$ cat config.mk
export PLATFORM = sky130hd
export DESIGN_NAME = csr_unit
export DESIGN_NICKNAME = d
export VERILOG_FILES = /design/src/rtl/csr_pkg.sv /design/src/rtl/csr_addr_decode.sv /design/src/rtl/csr_trap_state.sv /design/src/rtl/csr_counter.sv /design/src/rtl/csr_read_mux.sv /design/src/rtl/csr_unit.sv
export SDC_FILE = /design/constraint.sdc
export NUM_CORES = 1
export LEC_CHECK = 0
export CAP_MARGIN = 15
export CORE_MARGIN = 8
export CORE_UTILIZATION = 40
export CTS_BUF_LIST = sky130_fd_sc_hd__clkbuf_4
export CTS_CLUSTER_DIAMETER = 50
export CTS_CLUSTER_SIZE = 14
export DETAILED_ROUTE_END_ITERATION = 10
export DONT_BUFFER_PORTS = 1
export GPL_TIMING_DRIVEN = 0
export PLACE_DENSITY_LB_ADDON = 0.08
export SETUP_SLACK_MARGIN = 0.1
export SYNTH_ARGS = -nofsm -noshare
export SYNTH_HDL_FRONTEND = slang
export SYNTH_SLANG_ARGS = --single-unit
$ cat constraint.sdc
create_clock -name clk_i -period 8.2 [get_ports clk_i]
set_input_delay 0.82 -clock clk_i [delete_from_list [all_inputs] [get_ports clk_i]]
set_output_delay 0.82 -clock clk_i [all_outputs]
set_load 0.05 [all_outputs]
$ cat src/rtl/csr_pkg.sv
// ======================================================================
// CSR package
// Shared widths, CSR address map, privilege encodings, mstatus field
// positions and the decoded write-enable bundle of the CSR unit
// ======================================================================
`default_nettype none

package csr_pkg;

    localparam int XLEN = 32;

    typedef logic [XLEN-1:0] data_word_t;

    // Address split as in the privileged spec
    typedef struct packed {
        logic [1:0] access;
        logic [1:0] priv;
        logic [7:0] index;
    } csr_addr_t;

    // Access mode 3 marks a read-only CSR
    localparam logic [1:0] ACCESS_RO = 2'b11;

    typedef enum logic [1:0] {
        USER    = 2'b00,
        MACHINE = 2'b11
    } priv_e;

    // ==================================================================
    // Address map
    // ==================================================================
    localparam csr_addr_t ADDR_MSTATUS       = 12'h300;
    localparam csr_addr_t ADDR_MTVEC         = 12'h305;
    localparam csr_addr_t ADDR_MCOUNTINHIBIT = 12'h320;
    localparam csr_addr_t ADDR_MSCRATCH      = 12'h340;
    localparam csr_addr_t ADDR_MEPC          = 12'h341;
    localparam csr_addr_t ADDR_MCAUSE        = 12'h342;
    localparam csr_addr_t ADDR_MCYCLE        = 12'hB00;
    localparam csr_addr_t ADDR_MINSTRET      = 12'hB02;
    localparam csr_addr_t ADDR_MCYCLEH       = 12'hB80;
    localparam csr_addr_t ADDR_MINSTRETH     = 12'hB82;
    // User shadows, read only
    localparam csr_addr_t ADDR_CYCLE         = 12'hC00;
    localparam csr_addr_t ADDR_INSTRET       = 12'hC02;
    localparam csr_addr_t ADDR_CYCLEH        = 12'hC80;
    localparam csr_addr_t ADDR_INSTRETH      = 12'hC82;

    // mstatus fields, MPP is two bits wide
    localparam int MSTATUS_MIE_BIT  = 3;
    localparam int MSTATUS_MPIE_BIT = 7;
    localparam int MSTATUS_MPP_LO   = 11;

    // mcountinhibit fields
    localparam int INHIBIT_CY_BIT = 0;
    localparam int INHIBIT_IR_BIT = 2;

    typedef enum logic [1:0] {
        DIRECT   = 2'd0,
        VECTORED = 2'd1
    } mtvec_mode_e;

    localparam logic [30:0] MCAUSE_RESET_CODE = 31'd0;

    typedef enum logic [3:0] {
        SEL_NONE, SEL_MSTATUS, SEL_MTVEC, SEL_INHIBIT, SEL_MSCRATCH, SEL_MEPC,
        SEL_MCAUSE, SEL_CY_LO, SEL_CY_HI, SEL_IR_LO, SEL_IR_HI
    } csr_sel_e;

    // One enable per writable register, at most one set
    typedef struct packed {
        logic mstatus;
        logic mtvec;
        logic inhibit;
        logic mscratch;
        logic mepc;
        logic mcause;
        logic cy_lo;
        logic cy_hi;
        logic ir_lo;
        logic ir_hi;
    } csr_wen_t;

endpackage : csr_pkg

`default_nettype wire

$ cat src/rtl/csr_addr_decode.sv
// ======================================================================
// CSR address decoder
// Maps a 12-bit CSR address onto a read selection and one-hot write
// enables, and raises the three illegal-access flags
// ======================================================================
`timescale 1ns/100ps
`default_nettype none

module csr_addr_decode (
    input  wire logic                csr_access_i,
    input  wire logic                csr_write_i,
    input  wire csr_pkg::csr_addr_t  csr_addr_i,
    input  wire csr_pkg::priv_e      privilege_i,
    output csr_pkg::csr_sel_e        sel_o,
    output csr_pkg::csr_wen_t        wen_o,
    output logic                     illegal_privilege_o,
    output logic                     illegal_instruction_o,
    output logic                     illegal_csr_access_o
);

    csr_pkg::csr_sel_e sel;
    logic              known;
    logic              wr_ok;

    // ==================================================================
    // Address lookup
    // ==================================================================
    always_comb begin
        sel   = csr_pkg::SEL_NONE;
        known = 1'b1;
        case (csr_addr_i)
            csr_pkg::ADDR_MSTATUS:       sel = csr_pkg::SEL_MSTATUS;
            csr_pkg::ADDR_MTVEC:         sel = csr_pkg::SEL_MTVEC;
            csr_pkg::ADDR_MCOUNTINHIBIT: sel = csr_pkg::SEL_INHIBIT;
            csr_pkg::ADDR_MSCRATCH:      sel = csr_pkg::SEL_MSCRATCH;
            csr_pkg::ADDR_MEPC:          sel = csr_pkg::SEL_MEPC;
            csr_pkg::ADDR_MCAUSE:        sel = csr_pkg::SEL_MCAUSE;
            // Machine counters and their user shadows share a selection
            csr_pkg::ADDR_MCYCLE,
            csr_pkg::ADDR_CYCLE:         sel = csr_pkg::SEL_CY_LO;
            csr_pkg::ADDR_MCYCLEH,
            csr_pkg::ADDR_CYCLEH:        sel = csr_pkg::SEL_CY_HI;
            csr_pkg::ADDR_MINSTRET,
            csr_pkg::ADDR_INSTRET:       sel = csr_pkg::SEL_IR_LO;
            csr_pkg::ADDR_MINSTRETH,
            csr_pkg::ADDR_INSTRETH:      sel = csr_pkg::SEL_IR_HI;
            default:                     known = 1'b0;
        endcase
    end

    assign sel_o = sel;

    // ==================================================================
    // Illegal-access flags
    // ==================================================================
    // Address needs more privilege than the hart holds
    assign illegal_privilege_o   = csr_access_i & (csr_addr_i.priv > privilege_i);

    // Write to a read-only address
    assign illegal_instruction_o = csr_access_i & csr_write_i &
                                   (csr_addr_i.access == csr_pkg::ACCESS_RO);

    assign illegal_csr_access_o  = csr_access_i & ~known;

    // A write commits only if nothing was flagged
    assign wr_ok = csr_access_i & csr_write_i & ~illegal_privilege_o &
                   ~illegal_instruction_o & ~illegal_csr_access_o;

    // ==================================================================
    // Write enables
    // ==================================================================
    always_comb begin
        wen_o = '0;
        if (wr_ok) begin
            case (sel)
                csr_pkg::SEL_MSTATUS:  wen_o.mstatus  = 1'b1;
                csr_pkg::SEL_MTVEC:    wen_o.mtvec    = 1'b1;
                csr_pkg::SEL_INHIBIT:  wen_o.inhibit  = 1'b1;
                csr_pkg::SEL_MSCRATCH: wen_o.mscratch = 1'b1;
                csr_pkg::SEL_MEPC:     wen_o.mepc     = 1'b1;
                csr_pkg::SEL_MCAUSE:   wen_o.mcause   = 1'b1;
                csr_pkg::SEL_CY_LO:    wen_o.cy_lo    = 1'b1;
                csr_pkg::SEL_CY_HI:    wen_o.cy_hi    = 1'b1;
                csr_pkg::SEL_IR_LO:    wen_o.ir_lo    = 1'b1;
                csr_pkg::SEL_IR_HI:    wen_o.ir_hi    = 1'b1;
                default:               wen_o = '0;
            endcase
        end
    end

endmodule : csr_addr_decode

`default_nettype wire

$ cat src/rtl/csr_trap_state.sv
// ======================================================================
// CSR trap state
// Privilege level, mstatus MIE/MPIE/MPP, mepc, mcause, mtvec and
// mscratch, updated by traps, mret and CSR writes; also registers
// the trap handler address
// ======================================================================
`timescale 1ns/100ps
`default_nettype none

module csr_trap_state (
    input  wire logic                clk_i,
    input  wire logic                rst_n_i,
    input  wire csr_pkg::csr_wen_t   wen_i,
    input  wire csr_pkg::data_word_t wdata_i,
    input  wire logic                interrupt_request_i,
    input  wire logic [7:0]          interrupt_vector_i,
    input  wire logic                exception_i,
    input  wire logic [4:0]          exception_vector_i,
    input  wire csr_pkg::data_word_t trap_pc_i,
    input  wire logic                mret_i,
    output csr_pkg::priv_e           privilege_o,
    output csr_pkg::data_word_t      mstatus_o,
    output csr_pkg::data_word_t      mtvec_o,
    output csr_pkg::data_word_t      mscratch_o,
    output csr_pkg::data_word_t      mepc_o,
    output csr_pkg::data_word_t      mcause_o,
    output csr_pkg::data_word_t      handler_pc_o
);

    csr_pkg::priv_e      privilege_q;
    csr_pkg::priv_e      mpp_q;
    logic                mie_q;
    logic                mpie_q;
    csr_pkg::data_word_t mtvec_q;
    csr_pkg::data_word_t mscratch_q;
    csr_pkg::data_word_t mepc_q;
    csr_pkg::data_word_t mcause_q;
    csr_pkg::data_word_t handler_pc_q;
    csr_pkg::data_word_t base;
    logic                trap;

    assign trap = interrupt_request_i | exception_i;

    // ==================================================================
    // Privilege and mstatus
    // ==================================================================
    // Trap beats mret, mret beats a CSR write
    always_ff @(posedge clk_i) begin
        if (!rst_n_i) begin
            privilege_q <= csr_pkg::MACHINE;
            mpp_q       <= csr_pkg::MACHINE;
            mie_q       <= 1'b0;
            mpie_q      <= 1'b0;
        end else if (trap) begin
            // Enter machine mode and stack the interrupt enable
            privilege_q <= csr_pkg::MACHINE;
            mpp_q       <= privilege_q;
            mpie_q      <= mie_q;
            mie_q       <= 1'b0;
        end else if (mret_i) begin
            privilege_q <= mpp_q;
            mie_q       <= mpie_q;
            mpie_q      <= 1'b1;
            mpp_q       <= csr_pkg::USER;
        end else if (wen_i.mstatus) begin
            // Only MIE is software writable
            mie_q <= wdata_i[csr_pkg::MSTATUS_MIE_BIT];
        end
    end

    always_comb begin
        mstatus_o                                            = '0;
        mstatus_o[csr_pkg::MSTATUS_MIE_BIT]                  = mie_q;
        mstatus_o[csr_pkg::MSTATUS_MPIE_BIT]                 = mpie_q;
        mstatus_o[csr_pkg::MSTATUS_MPP_LO+1:csr_pkg::MSTATUS_MPP_LO] = mpp_q;
    end

    // ==================================================================
    // mepc and mcause
    // ==================================================================
    always_ff @(posedge clk_i) begin
        if (!rst_n_i) begin
            mepc_q   <= '0;
            mcause_q <= {1'b0, csr_pkg::MCAUSE_RESET_CODE};
        end else if (interrupt_request_i) begin
            mepc_q   <= {trap_pc_i[31:1], 1'b0};
            mcause_q <= {1'b1, 23'b0, interrupt_vector_i};
        end else if (exception_i) begin
            mepc_q   <= {trap_pc_i[31:1], 1'b0};
            mcause_q <= {1'b0, 26'b0, exception_vector_i};
        end else if (!mret_i) begin
            // Instructions are at least halfword aligned
            if (wen_i.mepc) mepc_q <= {wdata_i[31:1], 1'b0};
            if (wen_i.mcause) mcause_q <= wdata_i;
        end
    end

    // ==================================================================
    // mtvec, mscratch and handler address
    // ==================================================================
    always_ff @(posedge clk_i) begin
        if (!rst_n_i) begin
            mtvec_q    <= '0;
            mscratch_q <= '0;
        end else begin
            if (wen_i.mtvec) mtvec_q <= wdata_i;
            if (wen_i.mscratch) mscratch_q <= wdata_i;
        end
    end

    assign base = {mtvec_q[31:2], 2'b00};

    // Vectored mode sends interrupts to base + 4 * vector
    always_ff @(posedge clk_i) begin
        if (!rst_n_i) begin
            handler_pc_q <= '0;
        end else if ((csr_pkg::mtvec_mode_e'(mtvec_q[1:0]) == csr_pkg::VECTORED) &&
                     interrupt_request_i) begin
            handler_pc_q <= base + {22'b0, interrupt_vector_i, 2'b00};
        end else begin
            handler_pc_q <= base;
        end
    end

    assign privilege_o  = privilege_q;
    assign mtvec_o      = mtvec_q;
    assign mscratch_o   = mscratch_q;
    assign mepc_o       = mepc_q;
    assign mcause_o     = mcause_q;
    assign handler_pc_o = handler_pc_q;

endmodule : csr_trap_state

`default_nettype wire

$ cat src/rtl/csr_counter.sv
// ======================================================================
// CSR performance counter
// Free-running counter with an inhibit input, writable by its low
// 32-bit word and by its upper bits; serves mcycle and minstret
// ======================================================================
`timescale 1ns/100ps
`default_nettype none

module csr_counter #(
    parameter int CNT_WIDTH = 64
) (
    input  wire logic                clk_i,
    input  wire logic                rst_n_i,
    input  wire logic                inc_i,
    input  wire logic                inhibit_i,
    input  wire logic                wr_lo_i,
    input  wire logic                wr_hi_i,
    input  wire csr_pkg::data_word_t wdata_i,
    output logic [CNT_WIDTH-1:0]     count_o
);

    logic [CNT_WIDTH-1:0] count_q;

    // A software write wins over the increment in the same cycle
    always_ff @(posedge clk_i) begin
        if (!rst_n_i) begin
            count_q <= '0;
        end else if (wr_lo_i || wr_hi_i) begin
            if (wr_lo_i) begin
                count_q[31:0] <= wdata_i;
            end
            // Upper part may be narrower than a word
            if (wr_hi_i) begin
                count_q[CNT_WIDTH-1:32] <= wdata_i[CNT_WIDTH-33:0];
            end
        end else if (inc_i && !inhibit_i) begin
            count_q <= count_q + 1'b1;
        end
    end

    assign count_o = count_q;

endmodule : csr_counter

`default_nettype wire

$ cat src/rtl/csr_read_mux.sv
// ======================================================================
// CSR read multiplexer
// Returns the selected CSR word and holds mcountinhibit, whose bits
// stop the cycle and instret counters
// ======================================================================
`timescale 1ns/100ps
`default_nettype none

module csr_read_mux #(
    parameter int CNT_WIDTH = 64
) (
    input  wire logic                clk_i,
    input  wire logic                rst_n_i,
    input  wire csr_pkg::csr_sel_e   sel_i,
    input  wire csr_pkg::csr_wen_t   wen_i,
    input  wire csr_pkg::data_word_t wdata_i,
    input  wire csr_pkg::data_word_t mstatus_i,
    input  wire csr_pkg::data_word_t mtvec_i,
    input  wire csr_pkg::data_word_t mscratch_i,
    input  wire csr_pkg::data_word_t mepc_i,
    input  wire csr_pkg::data_word_t mcause_i,
    input  wire logic [CNT_WIDTH-1:0] cycle_i,
    input  wire logic [CNT_WIDTH-1:0] instret_i,
    output csr_pkg::data_word_t      rdata_o,
    output logic                     inhibit_cy_o,
    output logic                     inhibit_ir_o
);

    logic                inhibit_cy_q;
    logic                inhibit_ir_q;
    csr_pkg::data_word_t inhibit_word;

    // mcountinhibit, only CY and IR are implemented
    always_ff @(posedge clk_i) begin
        if (!rst_n_i) begin
            inhibit_cy_q <= 1'b0;
            inhibit_ir_q <= 1'b0;
        end else if (wen_i.inhibit) begin
            inhibit_cy_q <= wdata_i[csr_pkg::INHIBIT_CY_BIT];
            inhibit_ir_q <= wdata_i[csr_pkg::INHIBIT_IR_BIT];
        end
    end

    always_comb begin
        inhibit_word                          = '0;
        inhibit_word[csr_pkg::INHIBIT_CY_BIT] = inhibit_cy_q;
        inhibit_word[csr_pkg::INHIBIT_IR_BIT] = inhibit_ir_q;
    end

    // High words are zero-extended when the counter is narrower than 64
    always_comb begin
        case (sel_i)
            csr_pkg::SEL_MSTATUS:  rdata_o = mstatus_i;
            csr_pkg::SEL_MTVEC:    rdata_o = mtvec_i;
            csr_pkg::SEL_INHIBIT:  rdata_o = inhibit_word;
            csr_pkg::SEL_MSCRATCH: rdata_o = mscratch_i;
            csr_pkg::SEL_MEPC:     rdata_o = mepc_i;
            csr_pkg::SEL_MCAUSE:   rdata_o = mcause_i;
            csr_pkg::SEL_CY_LO:    rdata_o = cycle_i[31:0];
            csr_pkg::SEL_CY_HI:    rdata_o = csr_pkg::data_word_t'(cycle_i[CNT_WIDTH-1:32]);
            csr_pkg::SEL_IR_LO:    rdata_o = instret_i[31:0];
            csr_pkg::SEL_IR_HI:    rdata_o = csr_pkg::data_word_t'(instret_i[CNT_WIDTH-1:32]);
            default:               rdata_o = '0;
        endcase
    end

    assign inhibit_cy_o = inhibit_cy_q;
    assign inhibit_ir_o = inhibit_ir_q;

endmodule : csr_read_mux

`default_nettype wire

$ cat src/rtl/csr_unit.sv
// ======================================================================
// Machine-mode CSR unit
// Top level: address decode, trap state, mcycle/minstret counters and
// the read-data multiplexer
// ======================================================================
`timescale 1ns/100ps
`default_nettype none

module csr_unit #(
    parameter int CNT_WIDTH = 64
) (
    input  wire logic                clk_i,
    input  wire logic                rst_n_i,
    input  wire logic                csr_access_i,
    input  wire logic                csr_write_i,
    input  wire csr_pkg::csr_addr_t  csr_addr_i,
    input  wire csr_pkg::data_word_t csr_wdata_i,
    input  wire logic                interrupt_request_i,
    input  wire logic [7:0]          interrupt_vector_i,
    input  wire logic                exception_i,
    input  wire logic [4:0]          exception_vector_i,
    input  wire csr_pkg::data_word_t trap_pc_i,
    input  wire logic                mret_i,
    input  wire logic                instr_retired_i,
    output csr_pkg::data_word_t      csr_rdata_o,
    output logic                     illegal_privilege_o,
    output logic                     illegal_instruction_o,
    output logic                     illegal_csr_access_o,
    output csr_pkg::data_word_t      handler_pc_o,
    output csr_pkg::data_word_t      mepc_o,
    output logic                     glb_int_enable_o,
    output csr_pkg::priv_e           current_privilege_o
);

    csr_pkg::csr_sel_e   sel;
    csr_pkg::csr_wen_t   wen;
    csr_pkg::priv_e      privilege;
    csr_pkg::data_word_t mstatus, mtvec, mscratch, mepc, mcause;
    logic [CNT_WIDTH-1:0] cycle, instret;
    logic                inhibit_cy, inhibit_ir;

    // ==================================================================
    // Decode
    // ==================================================================
    csr_addr_decode i_decode (
        .csr_access_i, .csr_write_i, .csr_addr_i,
        .privilege_i (privilege),
        .sel_o       (sel),
        .wen_o       (wen),
        .illegal_privilege_o, .illegal_instruction_o, .illegal_csr_access_o
    );

    // ==================================================================
    // Execute
    // ==================================================================
    csr_trap_state i_trap_state (
        .clk_i, .rst_n_i,
        .wen_i       (wen),
        .wdata_i     (csr_wdata_i),
        .interrupt_request_i, .interrupt_vector_i,
        .exception_i, .exception_vector_i,
        .trap_pc_i, .mret_i,
        .privilege_o (privilege),
        .mstatus_o   (mstatus),
        .mtvec_o     (mtvec),
        .mscratch_o  (mscratch),
        .mepc_o      (mepc),
        .mcause_o    (mcause),
        .handler_pc_o
    );

    // mcycle counts every clock
    csr_counter #(.CNT_WIDTH(CNT_WIDTH)) i_cycle (
        .clk_i, .rst_n_i,
        .inc_i (1'b1), .inhibit_i (inhibit_cy),
        .wr_lo_i (wen.cy_lo), .wr_hi_i (wen.cy_hi),
        .wdata_i (csr_wdata_i), .count_o (cycle)
    );

    csr_counter #(.CNT_WIDTH(CNT_WIDTH)) i_instret (
        .clk_i, .rst_n_i,
        .inc_i (instr_retired_i), .inhibit_i (inhibit_ir),
        .wr_lo_i (wen.ir_lo), .wr_hi_i (wen.ir_hi),
        .wdata_i (csr_wdata_i), .count_o (instret)
    );

    // ==================================================================
    // Result
    // ==================================================================
    csr_read_mux #(.CNT_WIDTH(CNT_WIDTH)) i_read_mux (
        .clk_i, .rst_n_i,
        .sel_i (sel), .wen_i (wen), .wdata_i (csr_wdata_i),
        .mstatus_i (mstatus), .mtvec_i (mtvec), .mscratch_i (mscratch),
        .mepc_i (mepc), .mcause_i (mcause),
        .cycle_i (cycle), .instret_i (instret),
        .rdata_o (csr_rdata_o),
        .inhibit_cy_o (inhibit_cy), .inhibit_ir_o (inhibit_ir)
    );

    assign mepc_o              = mepc;
    assign glb_int_enable_o    = mstatus[csr_pkg::MSTATUS_MIE_BIT];
    assign current_privilege_o = privilege;

endmodule : csr_unit

`default_nettype wire

==> metrics.txt <==
largest net degree at the start of global routing 15; Post-synth EDFFs 0; top-count cell post-synth nand2_1; CP startpoint csr_addr_i[6]; Fmax 0.176 GHz; cts repair resizes 0; first-pass GRT wire length 130000 µm; status finished, final reports clean; Final Critical Period 5.67 ns; Ports 199; Worst IR Drop VDD 0.112 mV; WP data arrival 4.85 ns; number of hold buffers added after CTS 0; area of the multi-input gates 9860 µm²; Worst-Margin Slew 1.34 ns; Area Growth Syn to Fin 9.17%; Hold Path Stages 2; vias per inst 6.75; Worst Path Required 7.38 ns; Mapped Area 16600 µm²; synth unique cells 81; dominant cell type by area after synthesis dfxtp_1; Worst Hold Endpoint i_trap_state.mtvec_o[10]; Synth async-reset ratio 0%; R2R Setup Slk 2.56 ns; max_slew headroom 10.2%; CP Max Fanout 10; Hold Path Class in -> reg; CP peak stage delay 1.04 ns; post-CTS setup buffers 0; final hold violations 0; CTS root buffer clkbuf_4; clock-pin slew on the worst setup and hold paths 0.16 ns; Slowest cell on crit path o2111ai_1; min-delay src csr_wdata_i[10]; drc violations 0; initial antenna violation count 4; routed wire length 93100 µm; top cells by area, synth dfxtp_1 35%, nand2_1 8.8%, a21oi_1 7.2%; total power 2.89 mW; Die Y 220 µm; Avg Cell Area, Syn 7.34 µm²; CTS HTree Levels 2; total number of vias 19500; CP endpoint kind output pin; Cell Rows 74; fill count 4354; FF-to-FF Start i_trap_state.privilege_o[1]; Reg area 5870 µm²; gr ovfl total 0; CP Cell Sequence clkbuf_1, or4b_1, clkbuf_1, a211oi_1, clkbuf_1, clkbuf_1, a22oi_1, o2111ai_1; RSZ-0062 raised after global routing false; nets@finish 2435; core area 40900 µm²; #FFs+latches synth 293; YS warnings 0; final RePlAce weighted congestion 1.01; Final ANT Viol Nets 0; DP HPWL 71100 µm; # setup viols final 0; Iter 0 DRT Violations 2754; Setup crit start kind input pin; Seq/Total Area, Yosys 35.3%; DRT Pass-1 Iters 10; Initial Util 40.6%; PortBufs 0; Max Slew Vio Count 0; Setup TNS 0 ns; period utilisation layout 69.1%; CTS Buf Count 43; vias in the first global route 18300; die outline width 220 µm; drt wl/cell 32.2 µm; most frequent cells after synthesis 391 x nand2_1, 293 x dfxtp_1, 238 x a21oi_1; clk sinks 293; P per Cell Area 159 nW/µm²; ys flop type dfxtp_1; layout cells sized above 1 5.77%; CTS tree done; GRT Overall Usage 37.0%; MaxCap Viol Count 0; Cells after Synth 2266; Leak 5.80 nW; Crit path top cell by count clkbuf_1; R2R cell count 12; clk buf depth 3; Clock Latency Late Sink 0.86 ns; die area 48400 µm²; Yosys top cell area share 35.3%; critical path type in -> out; Worst Skew 0.0539 ns; Critical R2R Capture i_cycle.count_o[18]
metal layers:
metal / wire, µm / share of wire [%] / track usage [%] / up-vias
li1: - / - / - / 8529
met1: 34800 / 37 / 43.8 / 9376
met2: 41700 / 45 / 59.2 / 1284
met3: 9670 / 10 / 8.31 / 333
met4: 6920 / 7.4 / 25.5 / 2
met5: 11 / 0.012 / 0 / -
cells in the final DEF, fill, tap and decap left out, types with 35 or more instances in the layout:
master / count
a311oi_1: 35
a21oi_1: 238
nand2_1: 391
nand3_1: 64
o21ai_0: 159
clkbuf_1: 177
a22oi_1: 71
dfxtp_1: 293
inv_1: 36
clkbuf_4: 46
nor3_1: 59
nand4_1: 35
a221oi_1: 50
and3_1: 40
nor2_1: 166
power breakdown:
group | switching [mW] | internal (mW)
Sequential | 0.0676 | 1.44
Combinational | 0.173 | 0.0476
Clock | 0.674 | 0.492
final cells by class:
class	instances	share of cell area, %
Antenna cell	4	0.0551
Timing Repair Buffer	12	0.744
Clock inverter	31	1.96
Multi-Input combinational cell	1738	54.3
Tap cell	532	3.67
Inverter	37	0.765
Clock buffer	46	1.90
Buffer	200	4.29
Sequential cell	293	32.3
worst max path at each step:
| stage | slack, ns | endpoint |
|---|---|---|
| after floorplan | 3.56 | csr_rdata_o[26] |
| after detailed placement | 2.69 | csr_rdata_o[21] |
| after global placement | 2.37 | csr_rdata_o[28] |
| after CTS | 2.68 | i_cycle.count_o[18] |
| final | 2.53 | csr_rdata_o[21] |
| after global routing | 2.40 | i_cycle.count_o[18] |
registers in the layout, summed over array words and instances, names as in the netlist, 2 cells and up:
| register | flops |
|---|---|
| i_cycle.count_o | 64 |
| i_instret.count_o | 64 |
| i_trap_state.handler_pc_o | 30 |
| i_trap_state.mcause_o | 32 |
| i_trap_state.mepc_o | 31 |
| i_trap_state.mpp_q | 2 |
| i_trap_state.mscratch_o | 32 |
| i_trap_state.mtvec_o | 32 |
| i_trap_state.privilege_o | 2 |
worst max-delay path, delay by kind of cell:
family	cells	cell delay (ns)
AO/OA/AOI/OAI	3	1.93
buffers and inverters	4	1.54
AND/OR/NAND/NOR	1	0.54
stage by stage:
step           instances  hold slack, ns  utilization [%]  cell area (µm²)  setup WS, ns
3_3_place_gp        2800           0.438             42.3            17300          2.37
2_1_floorplan       2268           0.431                -            16600          3.56
6_report            2893          0.0802             44.4            18200          2.53
5_1_grt             2892          0.0768             44.4            18200          2.40
3_5_place_dp        2808           0.445             42.5            17400          2.69
4_1_cts             2885          0.0359             44.2            18100          2.68
cell families (layout without fill, tap and decap cells):
| logic type | count (synthesis) | in the layout | share of synthesized area (%) |
|---|---|---|---|
| xor gates and xnor gates | 17 | 17 | 0.895 |
| AOI/OAI and AO/OA | 789 | 789 | 30.8 |
| and+or+nand+nor | 898 | 898 | 25.4 |
| buffers and inverters | 237 | 326 | 5.51 |
| muxes | 18 | 18 | 1.10 |
| DFF | 293 | 293 | 35.3 |
| adders and majority gates | 13 | 13 | 1.02 |
| other | 1 | 7 | 0.0225 |
(Power assumes the default switching activity.)
